==> src/design/core_pkg.sv <==
// Shared widths, encodings and stage bundles for the EX/MEM back end.
// Bubble encodings are all zero, so a cleared bundle is a legal bubble.
// Data memory is word addressed by address bits DMEM_AW+1:2.
// Upper address bits are ignored, so the memory aliases across the space.

`default_nettype none

package core_pkg;

    ////////////////////////////////////////
    // Widths
    ////////////////////////////////////////

    localparam int DATA_W     = 32;
    localparam int REG_ADDR_W = 5;
    localparam int SHAMT_W    = $clog2(DATA_W);

    // Data memory depth in words
    localparam int DMEM_WORDS = 256;
    localparam int DMEM_AW    = $clog2(DMEM_WORDS);

    ////////////////////////////////////////
    // Encodings
    ////////////////////////////////////////

    typedef enum logic [3:0] {
        ALU_ADD,
        ALU_SUB,
        ALU_AND,
        ALU_OR,
        ALU_XOR,
        ALU_SLL,
        ALU_SRL,
        ALU_SRA,
        ALU_SLT,
        ALU_PASS_B
    } alu_op_e;

    // NOP must stay zero for the bubble
    typedef enum logic [2:0] {
        MEM_OP_NOP,
        MEM_OP_LW,
        MEM_OP_LB,
        MEM_OP_LBU,
        MEM_OP_SW,
        MEM_OP_SB
    } mem_op_e;

    typedef enum logic [2:0] {
        EXP_NONE,
        EXP_OVERFLOW,
        EXP_MISALIGN_LD,
        EXP_MISALIGN_ST
    } exp_code_e;

    ////////////////////////////////////////
    // Stage bundles
    ////////////////////////////////////////

    // From the ID/EX register
    typedef struct packed {
        logic                  en;
        logic [DATA_W-1:0]     pc;
        alu_op_e               alu_op;
        logic [DATA_W-1:0]     op_a;
        logic [DATA_W-1:0]     op_b;
        logic                  chk_ovf;     // add/sub trap, clear for addu/subu
        mem_op_e               mem_op;
        logic [DATA_W-1:0]     mem_wr_data;
        logic [REG_ADDR_W-1:0] rd_addr;
        logic                  gpr_we;
    } id_bundle_t;

    // EX/MEM register contents
    typedef struct packed {
        logic                  en;
        exp_code_e             exp_code;
        logic [DATA_W-1:0]     pc;
        mem_op_e               mem_op;
        logic [DATA_W-1:0]     mem_wr_data;
        logic [REG_ADDR_W-1:0] rd_addr;
        logic                  gpr_we;
        logic [DATA_W-1:0]     ex_out;      // ALU result, also the data address
    } ex_bundle_t;

    // Writeback bundle
    typedef struct packed {
        logic                  en;
        exp_code_e             exp_code;
        logic [DATA_W-1:0]     pc;
        logic [REG_ADDR_W-1:0] rd_addr;
        logic                  gpr_we;
        logic [DATA_W-1:0]     wb_data;
    } wb_bundle_t;

    localparam ex_bundle_t EX_BUBBLE = '0;
    localparam wb_bundle_t WB_CLEAR  = '0;

endpackage

`default_nettype wire

==> src/design/mem_reg.sv <==
// MEM/WB pipeline register, drives the writeback bundle.
// Ignores flush; only stall holds it.

`timescale 1ns/1ps
`default_nettype none

module mem_reg
    import core_pkg::*;
(
    input  logic       clk,
    input  logic       rst,
    input  logic       stall,
    input  wb_bundle_t wb_next,
    output wb_bundle_t wb_out
);

    always_ff @(posedge clk) begin
        if (rst) begin
            wb_out <= WB_CLEAR;
        end else if (!stall) begin
            wb_out <= wb_next;
        end
    end

    ////////////////////////////////////////
    // Checks
    ////////////////////////////////////////

    // Writeback held steady while the chain is stalled
    a_stall_hold: assert property (
        @(posedge clk) disable iff (rst)
        stall |=> $stable(wb_out)
    ) else $error("mem_reg: wb_out changed across a stalled edge");

endmodule

`default_nettype wire

==> config.mk <==
export PLATFORM = sky130hd
export DESIGN_NAME = mem_reg
export DESIGN_NICKNAME = d
export VERILOG_FILES = /design/src/design/core_pkg.sv /design/src/design/mem_reg.sv
export SDC_FILE = /design/constraint.sdc
export NUM_CORES = 1
export LEC_CHECK = 0
export BUFFER_PORTS_ARGS = -buffer_cell sky130_fd_sc_hd__buf_2
export CORE_MARGIN = 1.5
export CORE_UTILIZATION = 35
export CTS_BUF_LIST = sky130_fd_sc_hd__clkbuf_4 sky130_fd_sc_hd__clkbuf_8
export CTS_CLUSTER_DIAMETER = 100
export CTS_CLUSTER_SIZE = 8
export DETAILED_ROUTE_END_ITERATION = 7
export PLACE_DENSITY_LB_ADDON = 0.25
export SYNTH_ARGS = -nofsm -noshare
export SYNTH_HDL_FRONTEND = slang
export SYNTH_SLANG_ARGS = --single-unit
==> constraint.sdc <==
create_clock -name clk -period 2.13 [get_ports clk]
set_input_delay 0.426 -clock clk [delete_from_list [all_inputs] [get_ports clk]]
set_output_delay 0.426 -clock clk [all_outputs]
set_load 0.01 [all_outputs]
# After elaboration in Yosys (flattened, before gate mapping)
# Index checks and enable logic that the tools add are counted.
[word_totals]
regBits = 74
output_inout_bits = 74

# Depth between registers and ports, before layout
[logic_depth]
word_depth = 0
mapped_depth = 4
mapped_depth_nobuf = 2

# Worst setup path before layout
# Ideal clock, no wire load.
[synth_timing]
path_type = "input -> register"
start = "in stall"
end = "reg wb_out[10] (netlist bit)"
setup_ns = 0.128
t_arrival_ns = 0.962
setup_slack_ns = 1.041
stages = 4
path_buffers = 2
cell_sequence = "buf_6 -> buf_12 -> mux2i_1 -> nor2_1"
[synth_rtl]
columns = ["item", "line_no", "source"]
rows = [
  ["start, declared", "mem_reg.sv:12", "input logic stall,"],
  ["end signal, assigned", "mem_reg.sv:21", "wb_out <= wb_next;"],
  ["end, declared", "mem_reg.sv:14", "output wb_bundle_t wb_out"],
]

# Final worst setup path
[layout_timing]
start = "reg wb_out[51] (netlist bit)"
end = "out wb_out[51] (netlist bit)"
# No word-level cell between the ends.

==> impl_metrics.py <==
metrics = {
    "floorplan": {
        "fp.dieArea_um2": 8161,
        "die_w_um": 90.34,
        "rows": 31,
        "die_h_um": 90.34,
        "core_area_um2": 7331,
        "start_util_pct": 36.42,
        "ioPinCount": 151,
    },
    "setup_path": {
        "cp_max_fo": 2,
        "critPathKind": "flip-flop to primary output",
        "critPathBufInv": 1,
        "worstPathRequired_ps": 1700,
        "max_stage_delay_ps": 350,
        "crit_family": "flip-flops",
        "arrival_ps": 810,
        "end_kind": "primary output",
        "start_kind": "flip-flop",
        "cp_cell_sequence": "buf_2",
        "slowest_stage": "dfxtp_1",
    },
    "cells_and_area": {
        "fin_cells": 489,
        "multiInputGateArea_um2": 1018,
        "fin_nets": 462,
        "n_fill_cell": 714,
        "fin_util_pct": 49.65,
        "regArea_um2": 1481,
        "fin_area_um2": 3640,
        "largest_reg_flops": 74,
        "areaGrowthSynthToFinish_pct": 36.32,
        "num_antenna_cells": 0,
        "top_regs": "wb_out: 74 flops",
        "top_register": "wb_out",
        "layout-drive-gt1-share_pct": 43.08,
    },
    "clock_network": {
        "hold_buffers": 0,
        "path_clk_slew_ps": 70,
        "ctsHtreeMaxLevel": 3,
        "cts_setup_buffers": 0,
        "cts_made_buffers": 9,
        "clk_latency_ps": 320,
        "cts_resized": 0,
        "clock-sinks": 74,
        "clock_path_buffers": 2,
        "tritoncts": "built",
        "cts-root-buf": "clkbuf_8",
    },
    "detailed_routing": {
        "vias_per_cell": 4.294,
        "routed-via-count": 2100,
        "drtPass1Iterations": 4,
        "drc": 0,
        "drt-total-wl_um": 5448,
        "drtIter0Drc": 36,
        "avgRoutedWirePerCell_um": 11.14,
        "ant_nets": 0,
    },
    "synthesis": {
        "synth_cells": 238,
        "synth_fp_nets": 315,
        "yosysTopAreaCell": "dfxtp_1",
        "ys_seq_area_share_pct": 55.48,
        "synth_common_cells": "74 x dfxtp_1, 74 x mux2i_1, 74 x nor2_1",
        "yosysUniqueCellTypes": 9,
        "synth_area_leaders": "dfxtp_1 55%, mux2i_1 28%, nor2_1 10%",
        "ys_ff_latch": 74,
        "synth_edf_count": 0,
        "synthFlopType": "dfxtp_1",
        "ys_warn_count": 0,
        "synth_top_area_share_pct": 55.48,
        "synth_area_per_cell_um2": 11.22,
        "synth_area_um2": 2670,
        "async_reset_ff_share_pct": 0,
    },
    "power": {
        "switching_share_pct": 22.83,
        "leakagePower_nw": 1.991,
        "total_power_mw": 3.056,
        "vdd_ir_drop_max_v": 0.0004135,
        "switching_power_mw": 0.6975,
        "clkPwrFrac_pct": 38.5,
        "power.density_nw_per_um2": 839.5,
        "p_comb_share_pct": 12.3,
        "seqPwrFrac_pct": 49.2,
        "p_int_mw": 2.358,
    },
    "global_route": {
        "grt_pass1_vias": 2053,
        "grt_max_degree": 75,
        "grt_pass1_wl_um": 8838,
        "gr-total-overflow": 0,
        "grtUsageTotal_pct": 13.30,
        "antenna_found_initial": 0,
    },
    "sta": {
        "worst_hold_slack_ps": 325.5,
        "rsz0062_at_grt": "no",
        "period_minus_slack_ps": 1232,
        "worstMarginPinSlew_ps": 501.8,
        "slew_viol_final": 0,
        "fmax_mhz": 811.7,
        "fin_worst_skew_ps": 0,
        "setup_viol": 0,
        "finalCritPeriodShare_pct": 57.84,
        "slew-limit-headroom_pct": 66.55,
        "tns_ps": 0,
        "hold_violations": 0,
        "worst_slack_ps": 898.0,
    },
    "placed_design": {
        "placed_area_um2": 3417,
        "place_worst_setup_slack_ps": 709.6,
        "dp_cells": 473,
        "gp_congestion": 0.6527,
        "hpwlAfterDp_um": 3740,
        "portBuffers": 150,
    },
    "min_path": {
        "hold_path_class": "input pin to flip-flop",
    },
    "flow_run": {
        "max_cap_violations": 0,
    },
    "status": {
        "outcome": "finished, final reports clean",
    },
}
-- cells in the final DEF (no fill, tap or decap), types with 2 or more instances in the layout --
| cell type | instances |
|---|---|
| clkinv_2 | 2 |
| buf_12 | 2 |
| dfxtp_1 | 74 |
| buf_2 | 149 |
| bufinv_16 | 2 |
| mux2i_1 | 74 |
| nor2_1 | 74 |
| clkbuf_8 | 10 |
-- power groups by stage --
stage | sequential [mW] | combinational (mW) | clock (mW)
6_report | 1.50 | 0.377 | 1.18
2_1_floorplan | 1.58 | 0.189 | 0
3_5_place_dp | 1.54 | 0.384 | 0
4_1_cts | 1.50 | 0.384 | 1.23
5_1_grt | 1.51 | 0.415 | 1.29
3_3_place_gp | 1.53 | 0.378 | 0
-- cell type report --
class / count / area share, %
Multi-Input combinational cell: 148 / 27.98
Clock inverter: 5 / 2.131
Tap cell: 99 / 3.403
Timing Repair Buffer: 152 / 21.79
Sequential cell: 74 / 40.70
Clock buffer: 11 / 3.988
-- cell families (layout without fill, tap and decap cells) --
logic type             Yosys count  after routing  share of synthesized area [%]
muxes                           74             74                          27.74
DFF                             74             74                          55.48
and+or+nand+nor                 74             74                          10.40
buffers and inverters           16            168                          6.373
-- layer usage --
metal / GRT usage [%] / vias up / part of all wire [%]
met5: 0 / - / 0
met4: 6.349 / 0 / 1.2
met3: 4.714 / 6 / 8.4
met2: 22.35 / 92 / 45
met1: 14.97 / 923 / 45
li1: - / 1079 / -
-- path summary, 6_finish.rpt --
kind               start          to  slack [ps]  cells after the start
min          wb_next[14]  wb_out[14]         330                      3
max reg2reg   wb_out[30]  wb_out[30]        1490                      2
max           wb_out[51]  wb_out[51]         900                      1
min reg2reg   wb_out[61]  wb_out[61]         490                      2
(Power assumes the default switching activity.)
