$ cat config.mk
export PLATFORM = sky130hd
export DESIGN_NAME = ex_reg
export DESIGN_NICKNAME = d
export VERILOG_FILES = /design/src/design/core_pkg.sv /design/src/design/ex_reg.sv
export SDC_FILE = /design/constraint.sdc
export NUM_CORES = 1
export LEC_CHECK = 0
export BUFFER_PORTS_ARGS = -buffer_cell sky130_fd_sc_hd__buf_2
export CAP_MARGIN = 20
export CORE_ASPECT_RATIO = 0.8
export CORE_MARGIN = 10
export CORE_UTILIZATION = 47
export CTS_CLUSTER_DIAMETER = 200
export DETAILED_ROUTE_END_ITERATION = 12
export PLACE_DENSITY_LB_ADDON = 0.25
export SYNTH_ARGS = -nofsm -noshare
export SYNTH_HDL_FRONTEND = slang
export SYNTH_SLANG_ARGS = --single-unit
export TNS_END_PERCENT = 1
$ cat constraint.sdc
create_clock -name clk -period 1.6 [get_ports clk]
set_input_delay 0.32 -clock clk [delete_from_list [all_inputs] [get_ports clk]]
set_output_delay 0.32 -clock clk [all_outputs]
set_load 0.05 [all_outputs]
$ cat src/design/core_pkg.sv
// Shared widths, encodings and stage bundles for the EX/MEM back end.
// Bubble encodings are all zero, so a cleared bundle is a legal bubble.
// Data memory is word addressed by address bits DMEM_AW+1:2.
// Upper address bits are ignored, so the memory aliases across the space.

`default_nettype none

package core_pkg;

    ////////////////////////////////////////
    // Widths
    ////////////////////////////////////////

    localparam int DATA_W     = 32;
    localparam int REG_ADDR_W = 5;
    localparam int SHAMT_W    = $clog2(DATA_W);

    // Data memory depth in words
    localparam int DMEM_WORDS = 256;
    localparam int DMEM_AW    = $clog2(DMEM_WORDS);

    ////////////////////////////////////////
    // Encodings
    ////////////////////////////////////////

    typedef enum logic [3:0] {
        ALU_ADD,
        ALU_SUB,
        ALU_AND,
        ALU_OR,
        ALU_XOR,
        ALU_SLL,
        ALU_SRL,
        ALU_SRA,
        ALU_SLT,
        ALU_PASS_B
    } alu_op_e;

    // NOP must stay zero for the bubble
    typedef enum logic [2:0] {
        MEM_OP_NOP,
        MEM_OP_LW,
        MEM_OP_LB,
        MEM_OP_LBU,
        MEM_OP_SW,
        MEM_OP_SB
    } mem_op_e;

    typedef enum logic [2:0] {
        EXP_NONE,
        EXP_OVERFLOW,
        EXP_MISALIGN_LD,
        EXP_MISALIGN_ST
    } exp_code_e;

    ////////////////////////////////////////
    // Stage bundles
    ////////////////////////////////////////

    // From the ID/EX register
    typedef struct packed {
        logic                  en;
        logic [DATA_W-1:0]     pc;
        alu_op_e               alu_op;
        logic [DATA_W-1:0]     op_a;
        logic [DATA_W-1:0]     op_b;
        logic                  chk_ovf;     // add/sub trap, clear for addu/subu
        mem_op_e               mem_op;
        logic [DATA_W-1:0]     mem_wr_data;
        logic [REG_ADDR_W-1:0] rd_addr;
        logic                  gpr_we;
    } id_bundle_t;

    // EX/MEM register contents
    typedef struct packed {
        logic                  en;
        exp_code_e             exp_code;
        logic [DATA_W-1:0]     pc;
        mem_op_e               mem_op;
        logic [DATA_W-1:0]     mem_wr_data;
        logic [REG_ADDR_W-1:0] rd_addr;
        logic                  gpr_we;
        logic [DATA_W-1:0]     ex_out;      // ALU result, also the data address
    } ex_bundle_t;

    // Writeback bundle
    typedef struct packed {
        logic                  en;
        exp_code_e             exp_code;
        logic [DATA_W-1:0]     pc;
        logic [REG_ADDR_W-1:0] rd_addr;
        logic                  gpr_we;
        logic [DATA_W-1:0]     wb_data;
    } wb_bundle_t;

    localparam ex_bundle_t EX_BUBBLE = '0;
    localparam wb_bundle_t WB_CLEAR  = '0;

endpackage

`default_nettype wire

$ cat src/design/ex_reg.sv
// EX/MEM pipeline register.
// stall holds every field and has priority over flush.
// An unstalled flush or a reset loads an all-zero bubble.

`timescale 1ns/1ps
`default_nettype none

module ex_reg
    import core_pkg::*;
(
    input  logic       clk,
    input  logic       rst,
    input  logic       stall,
    input  logic       flush,
    input  ex_bundle_t ex_next,
    output ex_bundle_t ex_q
);

    always_ff @(posedge clk) begin
        if (rst) begin
            ex_q <= EX_BUBBLE;
        end else if (!stall) begin
            // Flush kills the item that would load now
            if (flush) begin
                ex_q <= EX_BUBBLE;
            end else begin
                ex_q <= ex_next;
            end
        end
    end

    ////////////////////////////////////////
    // Checks
    ////////////////////////////////////////

    // Flushed slot leaves no valid item behind
    a_flush_bubble: assert property (
        @(posedge clk) disable iff (rst)
        (!stall && flush) |=> !ex_q.en
    ) else $error("ex_reg: valid item after unstalled flush");

endmodule

`default_nettype wire

Word level (Yosys, flattened, before mapping). Cells that the tools add are included.

Input bits: 113. Logic and storage cells: 9. Bits in registers: 109.

Muxes and demuxes: 1.

Operator list (count): $mux 109 (1).

Longest topological paths before layout. Gate-level depths: netlist of run 1.

Word-level depth: 1. Mapped depth: 5.

Worst setup path before layout of run 1. Ideal clock, no wire load.

Kind: input port to flip-flop. Start point: input port rst. End point: register ex_q[76] in the netlist's numbering. Path slack: 479 ps. Library setup time: 134 ps. Arrival: 987 ps. Path buffers: 4. Cell stages on the path: 5. Cells stage by stage: buf_2 -> buf_6 -> buf_6 -> buf_2 -> o22ai_1.

RTL lines: start: declaration (line ex_reg.sv:12) `input logic rst,`; end signal: assignment (line ex_reg.sv:27) `ex_q <= ex_next;`; end: declaration (line ex_reg.sv:16) `output ex_bundle_t ex_q`.

No word-level cell between the ends.

Final worst setup path of run 1.
Start point: register ex_q[63] in the netlist's numbering. End point: output port ex_q[63] in the netlist's numbering.

No word-level cell between the ends.

==> impl_results.md, run 1 <==
- Share of cells above drive strength 1: around two fifths
- Vias: 3,937
- Comb pwr share: ~17%
- Largest regs: ex_q x109
- Post-Syn Area: between 4000 and 5000 um2
- CTS clk-pin slew, worst paths: roughly 0.070 ns
- P per Cell Area: 1059 nW/um2
- CP Capture Type: primary output
- CP max-delay cell: dfxtp_1
- Hold-fix buffers at CTS: 0
- Bufs and invs on worst path: 1
- Synthesis Warnings: 0
- Final-report setup violation count: 0
- Worst Tran Pin Value: approximately 0.40 ns
- Largest net degree at the start of global routing: between 90 and 100
- CTS buffer count: 9
- Switching share of power: between 20% and 30%
- Synth unique cells: 13
- Setup TNS: 0 ns
- Post-CTS Setup Inserts: 0
- Max reg flops: about 110
- TritonCTS clock tree: built
- Worst vdd ir: about 0.8 mV
- Syn avg cell area: 8.942 um2
- Grt ovf: 0
- HP Class: in2reg
- Final RePlAce weighted congestion: 0.7577
- CTS Root Cell: clkbuf_16
- Die X-Extent: 127.4 um
- Slowest cell delay on critical path: between 0.3 and 0.4 ns
- Async SR Flop Fraction: 0%
- Die height: roughly 110 um
- Synth Flop Type: dfxtp_1
- Nets: 788
- Post-synth EDFFs: 0
- Syn Nets: about 600
- Via density: ~5.0
- CTS Sinks: 109
- RSZ-0062 raised after global routing: no
- Mux share of post-synthesis cell area: 0%
- Tot GR Track Use: approximately 17%
- Crit path cell chain: buf_2
- Status: complete, no violations
- Worst Skew: 0 ns
- Syn Inst Count: 485
- Crit path arrival time: ~0.97 ns
- CP Launch Type: flip-flop
- Part of the power in registers: 47.4%
- H-Tree Depth: 3
- N_diodes: 0
- Largest cells by area after synthesis: dfxtp_1 50%, nand2b_1 16%, o22ai_1 13%
- Area share of fa/ha/maj cells after synthesis: 0%
- Fmax: between 700 and 800 MHz
- P_sw: 1.667 mW
- Number of synthesized register bits: roughly 110
- Sequential area share after synthesis: 50.32%
- Worst Path Required: 1.28 ns
- Fillers: just over 800
- Die area: roughly 13,000 um2
- Longest Clk Path Bufs: 2
- Fin. Hold Viols: 0
- Biggest register: ex_q
- HPWL after DPL: 9095 um
- Post-CTS sizing: 0
- First-pass DRT Iterations: 4
- Critical path type: reg2out
- Leak: between 2 and 3 nW
- Yosys top cell area share: approximately half
- DRC violations left: 0
- Global-route wire length before repair: just under 20,000 um
- Initial Util: a little under half
- Max-slew violation count: 0
- Crit path max fanout: 2
- DRT antenna net count: 0
- Min cycle time layout: ~1.3 ns
- Cell taking the most area after synthesis: dfxtp_1
- Clk_lat worst skew: roughly 0.34 ns
- I/O pins: approximately 220
- Largest family of logic cells by synthesized area: simple AND/OR/NAND/NOR gates
- Top Family by Delay on Critical Path: flip-flops
- Total of max-cap violations: 0
- Row Count: 31
- Port bufs: 221
- Max-slew headroom: around 73%
- Initial DRC Count: 200
- Routed WL: between 10,000 and 15,000 um
- P&R area growth vs syn: 32.23%
- Vias in the first global route: 3,830
- Post-synth top cells: 109 x dfxtp_1, 109 x nand2_1, 108 x nand2b_1
- Compound-Gate Fraction of Synth Area: between 15 and 20%
- Core area: approximately 9000 um2
- Avg WL per Cell: 15.85 um
- Antenna violations before repair: 0
- Clock share of power: 35.3%
- Post-Synth XOR/XNOR Area: 0%
- Worst hold margin: 0.2437 ns
- Int Power: 4.403 mW
- Fin crit share: roughly 80%
- Post-synthesis simple-gate area fraction: 25.36%
[power by group through the flow]
stage               logic, mW  registers, mW  clock network [mW]
detailed placement       1.06           2.93                   0
global placement         1.04           2.93                   0
CTS                      1.06           2.87                2.21
finish                   1.05           2.87                2.15
global route             1.12           2.89                2.30
floorplan               0.368           3.31                   0
[final cells by class]
cell class | instances | area, um2 | area share, %
tap | 115 | 143.9 | 2.509
sequential | 109 | 2182 | 38.05
multi-input combinational | 328 | 1908 | 33.28
clock inverter | 2 | 35.03 | 0.6110
timing repair buffer | 227 | 1219 | 21.25
clock buffer | 12 | 246.5 | 4.298
[metal layers]
layer	track usage (%)	share of wire, %	vias up
li1	-	-	2016
met1	19.69	41	1770
met2	29.05	49	129
met3	7.150	8.6	22
met4	5.601	1.6	0
met5	0	0	-
[placed cells by master, fill, tap and decap left out]
cell type	synthesis	layout
or3b_1	1	1
buf_4	2	3
nand2b_1	108	108
buf_2	13	219
a21oi_1	1	1
buf_12	0	5
clkbuf_16	0	9
nand2_1	109	109
o22ai_2	20	20
clkbuf_1	25	2
bufinv_16	0	1
o22ai_1	88	88
dfxtp_1	109	109
or2_4	0	1
clkbuf_8	0	1
clkinv_2	0	1
[tightest hold or removal path, cell delays in order]
cell and delay (ns):
buf_2 0.09, nand2b_1 0.05, o22ai_1 0.07
[final timing paths]
check	startpoint	endpoint	slack [ns]	depth (start not counted)
worst max-delay path	ex_q[63]	ex_q[63]	0.31	1
worst min-delay path	ex_next[5]	ex_q[5]	0.24	3
worst max register to register	ex_q[62]	ex_q[62]	0.94	2
worst min register to register	ex_q[107]	ex_q[107]	0.47	2
[cell families after synthesis]
kind of cell,Yosys count
DFF,109
AOI/OAI and AO/OA,109
buffers and inverters,48
and+or+nand+nor,219
[metrics by stage]
stage | std cells | utilization [%] | cell area [um2] | power (mW) | worst slack (ns)
after floorplan | 485 | - | 4337 | 3.676 | 0.4791
after global placement | 779 | 60.34 | 5453 | 3.973 | 0.2271
after detailed placement | 779 | 60.34 | 5453 | 3.991 | 0.1927
after CTS | 793 | 63.45 | 5734 | 6.138 | 0.2900
after global routing | 793 | 63.45 | 5734 | 6.310 | 0.2723
final | 793 | 63.45 | 5734 | 6.070 | 0.3123
Note: power is estimated with default switching activity, not from simulation.
==> run 2: changes to the inputs <==
Settings changed: CORE_UTILIZATION 47 to 41.
Clock period 1.6 ns to 1.03 ns, I/O delays scaled along.
==> impl_results.md, run 2 (synthesis gave the netlist of run 1 again) <==
- CP Capture Type: primary output
- HPWL after DPL: 9454 um (+3.9%)
- P per Cell Area: 1391 nW/um2 (+31%)
- Most frequent cells in the layout: 110 x buf_2, 109 x nand2_1, 109 x dfxtp_2, 109 x buf_8, 108 x nand2b_1
- DRT antenna net count: 0 (unchanged)
- Fmax: between 900 and 1000 MHz
- N_diodes: 0 (unchanged)
- Leak: 2.874 nW (+12%)
- Capture point of the worst path: ex_q[55]
- Post-CTS Setup Inserts: 0 (unchanged)
- Avg WL per Cell: 17.33 um (+9.3%)
- Status: finished, violations left
- Vias in the first global route: 4,223 (+10%)
- Clk_lat worst skew: 0.33 ns (about the same)
- Routed WL: 14,330 um (+14%)
- Initial Util: 42.18% (-5.8 points)
- Initial DRC Count: 213 (+6.5%)
- Largest net degree at the start of global routing: 87 (-12%)
- Fin crit share: 103.0%
- Global-route wire length before repair: 22,770 um (+17%)
- Share of cells above drive strength 1: 55.02% (+17 points)
- Die height: 112.0 um (+5.7%)
- Worst path depth: 1 (unchanged)
- CP Launch Point: ex_q[55]
- Final-report setup violation count: 97 (+97)
- Longest Clk Path Bufs: 2 (unchanged)
- Worst flop-to-flop path endpoint: ex_q[59]
- Max-slew headroom: 75.50% (+2.1 points)
- Nets: 795 (+0.89%)
- Core area: 10,280 um2 (+14%)
- HP Class: in2reg
- Hold-fix buffers at CTS: 0 (unchanged)
- Min cycle time layout: between 1 and 1.5 ns
- Crit path max fanout: 2 (unchanged)
- Biggest register: ex_q
- P&R area growth vs syn: 63.59%
- R2R Setup Slk: 0.33 ns (-0.61 ns)
- Die area: 15,120 um2 (+12%)
- Crit path arrival time: 0.85 ns (-0.12 ns)
- R2R cell count: 2 (unchanged)
- I/O pins: 222 (unchanged)
- Commonest non-fill, non-tap cell in the layout: buf_2
- Grt ovf: 0 (unchanged)
- CP Launch Type: flip-flop
- Die X-Extent: 135.0 um (+6.0%)
- Via density: 4.943 (-0.43%)
- CTS Root Cell: clkbuf_16
- Row Count: 33 (+6.5%)
- Critical path type: reg2out
- Worst Path Required: 0.82 ns (-0.46 ns)
- Total chip power: 9.868 mW (+63%)
- Max reg flops: 109 (unchanged)
- Largest regs: ex_q x109
- Vias: 4,088 (+3.8%)
- RSZ-0062 raised after global routing: yes
- Bufs and invs on worst path: 1 (unchanged)
- DRC violations left: 0 (unchanged)
- Fin. Hold Viols: 0 (unchanged)
- Tot GR Track Use: 18.45% (+1.1 points)
- Worst hold margin: 0.1169 ns (-0.1268 ns)
- Origin of the critical flop-to-flop path: ex_q[59]
- CTS clk-pin slew, worst paths: 0.07 ns (about the same)
- Final RePlAce weighted congestion: 0.7439 (-1.8%)
- Failing checks: negative setup slack
- Worst Skew: 0 ns (unchanged)
- Total of max-cap violations: 0 (unchanged)
- Worst Tran Pin Value: 0.3675 ns (-0.03129 ns)
- First-pass DRT Iterations: 4 (unchanged)
- CTS Sinks: 109 (unchanged)
- Antenna violations before repair: 0 (unchanged)
- Worst vdd ir: 0.9619 mV (+21%)
- Slowest cell delay on critical path: 0.36 ns (about the same)
- Crit path cell chain: buf_8
- Max-slew violation count: 0 (unchanged)
- Top Family by Delay on Critical Path: flip-flops
- Port bufs: 221 (unchanged)
- Final setup margin: -0.03090 ns (-0.3432 ns)
- H-Tree Depth: 3 (unchanged)
- CTS buffer count: 9 (unchanged)
- CP max-delay cell: dfxtp_2
- TritonCTS clock tree: built
run 2: cell count changes in the layout (fill, tap and decap cells not counted):
cell	previous run	this run
buf_8	0	109
dfxtp_2	0	109
clkinvlp_4	0	2
clkbuf_8	1	2
buf_4	3	6
buf_2	219	110
dfxtp_1	109	0
buf_12	5	9
bufinv_16	1	0
run 2: worst min path at each step:
stage / slack (ns) / startpoint / depth (start not counted) / end
global placement: 0.45 / ex_q[107] / 2 / ex_q[107]
CTS: 0.11 / ex_next[16] / 3 / ex_q[16]
global route: 0.12 / ex_next[18] / 3 / ex_q[18]
detailed placement: 0.46 / ex_q[107] / 2 / ex_q[107]
finish: 0.12 / ex_next[51] / 3 / ex_q[51]
floorplan: 0.36 / ex_next[105] / 2 / ex_q[105]
run 2: cell type report:
type	instances	area, um2
Multi-Input combinational cell	328	1908
Tap cell	140	175.2
Sequential cell	109	2318
Timing Repair Buffer	234	2412
Clock inverter	3	20.02
Clock buffer	13	260.3
Fill cell	767	3187
run 2: per-layer routing:
| layer | global-route usage, % | up-vias | routed length [um] |
|---|---|---|---|
| met1 | 19.09 | 1890 | 5301 |
| met2 | 32.63 | 144 | 7412 |
| met5 | 0 | - | 0 |
| met4 | 6.877 | 0 | 386 |
| met3 | 7.682 | 25 | 1229 |
| li1 | - | 2029 | - |
run 2: per-stage QoR:
stage | instance area [um2] | setup WS, ns | TNS (ns) | utilization, % | std cells
global placement | 5587 | 0.01838 | 0 | 54.34 | 811
detailed placement | 5587 | -0.03221 | -0.06954 | 54.34 | 811
floorplan | 4337 | 0.02311 | 0 | - | 485
global route | 7094 | -0.06488 | -4.446 | 69.00 | 827
finish | 7094 | -0.03090 | -0.8473 | 69.00 | 827
CTS | 7094 | -0.03932 | -2.324 | 69.00 | 827
run 2: tightest hold or removal path: stages:
cell,delay [ns]
buf_2,0.10
nand2b_1,0.06
o22ai_1,0.06
run 2: power by group:
group | total (mW) | internal [mW] | leakage (nW) | switching, mW
clock network | 3.27 | 1.77 | 0.132 | 1.49
logic | 2.03 | 0.896 | 1.80 | 1.14
registers | 4.57 | 4.42 | 0.937 | 0.152
run 2: repair_timing:
item / 4_1_cts / 5_1_grt
pin swaps: 0 / 0
setup endpoints to repair: 109 / 109
resized for setup: 436 / 0
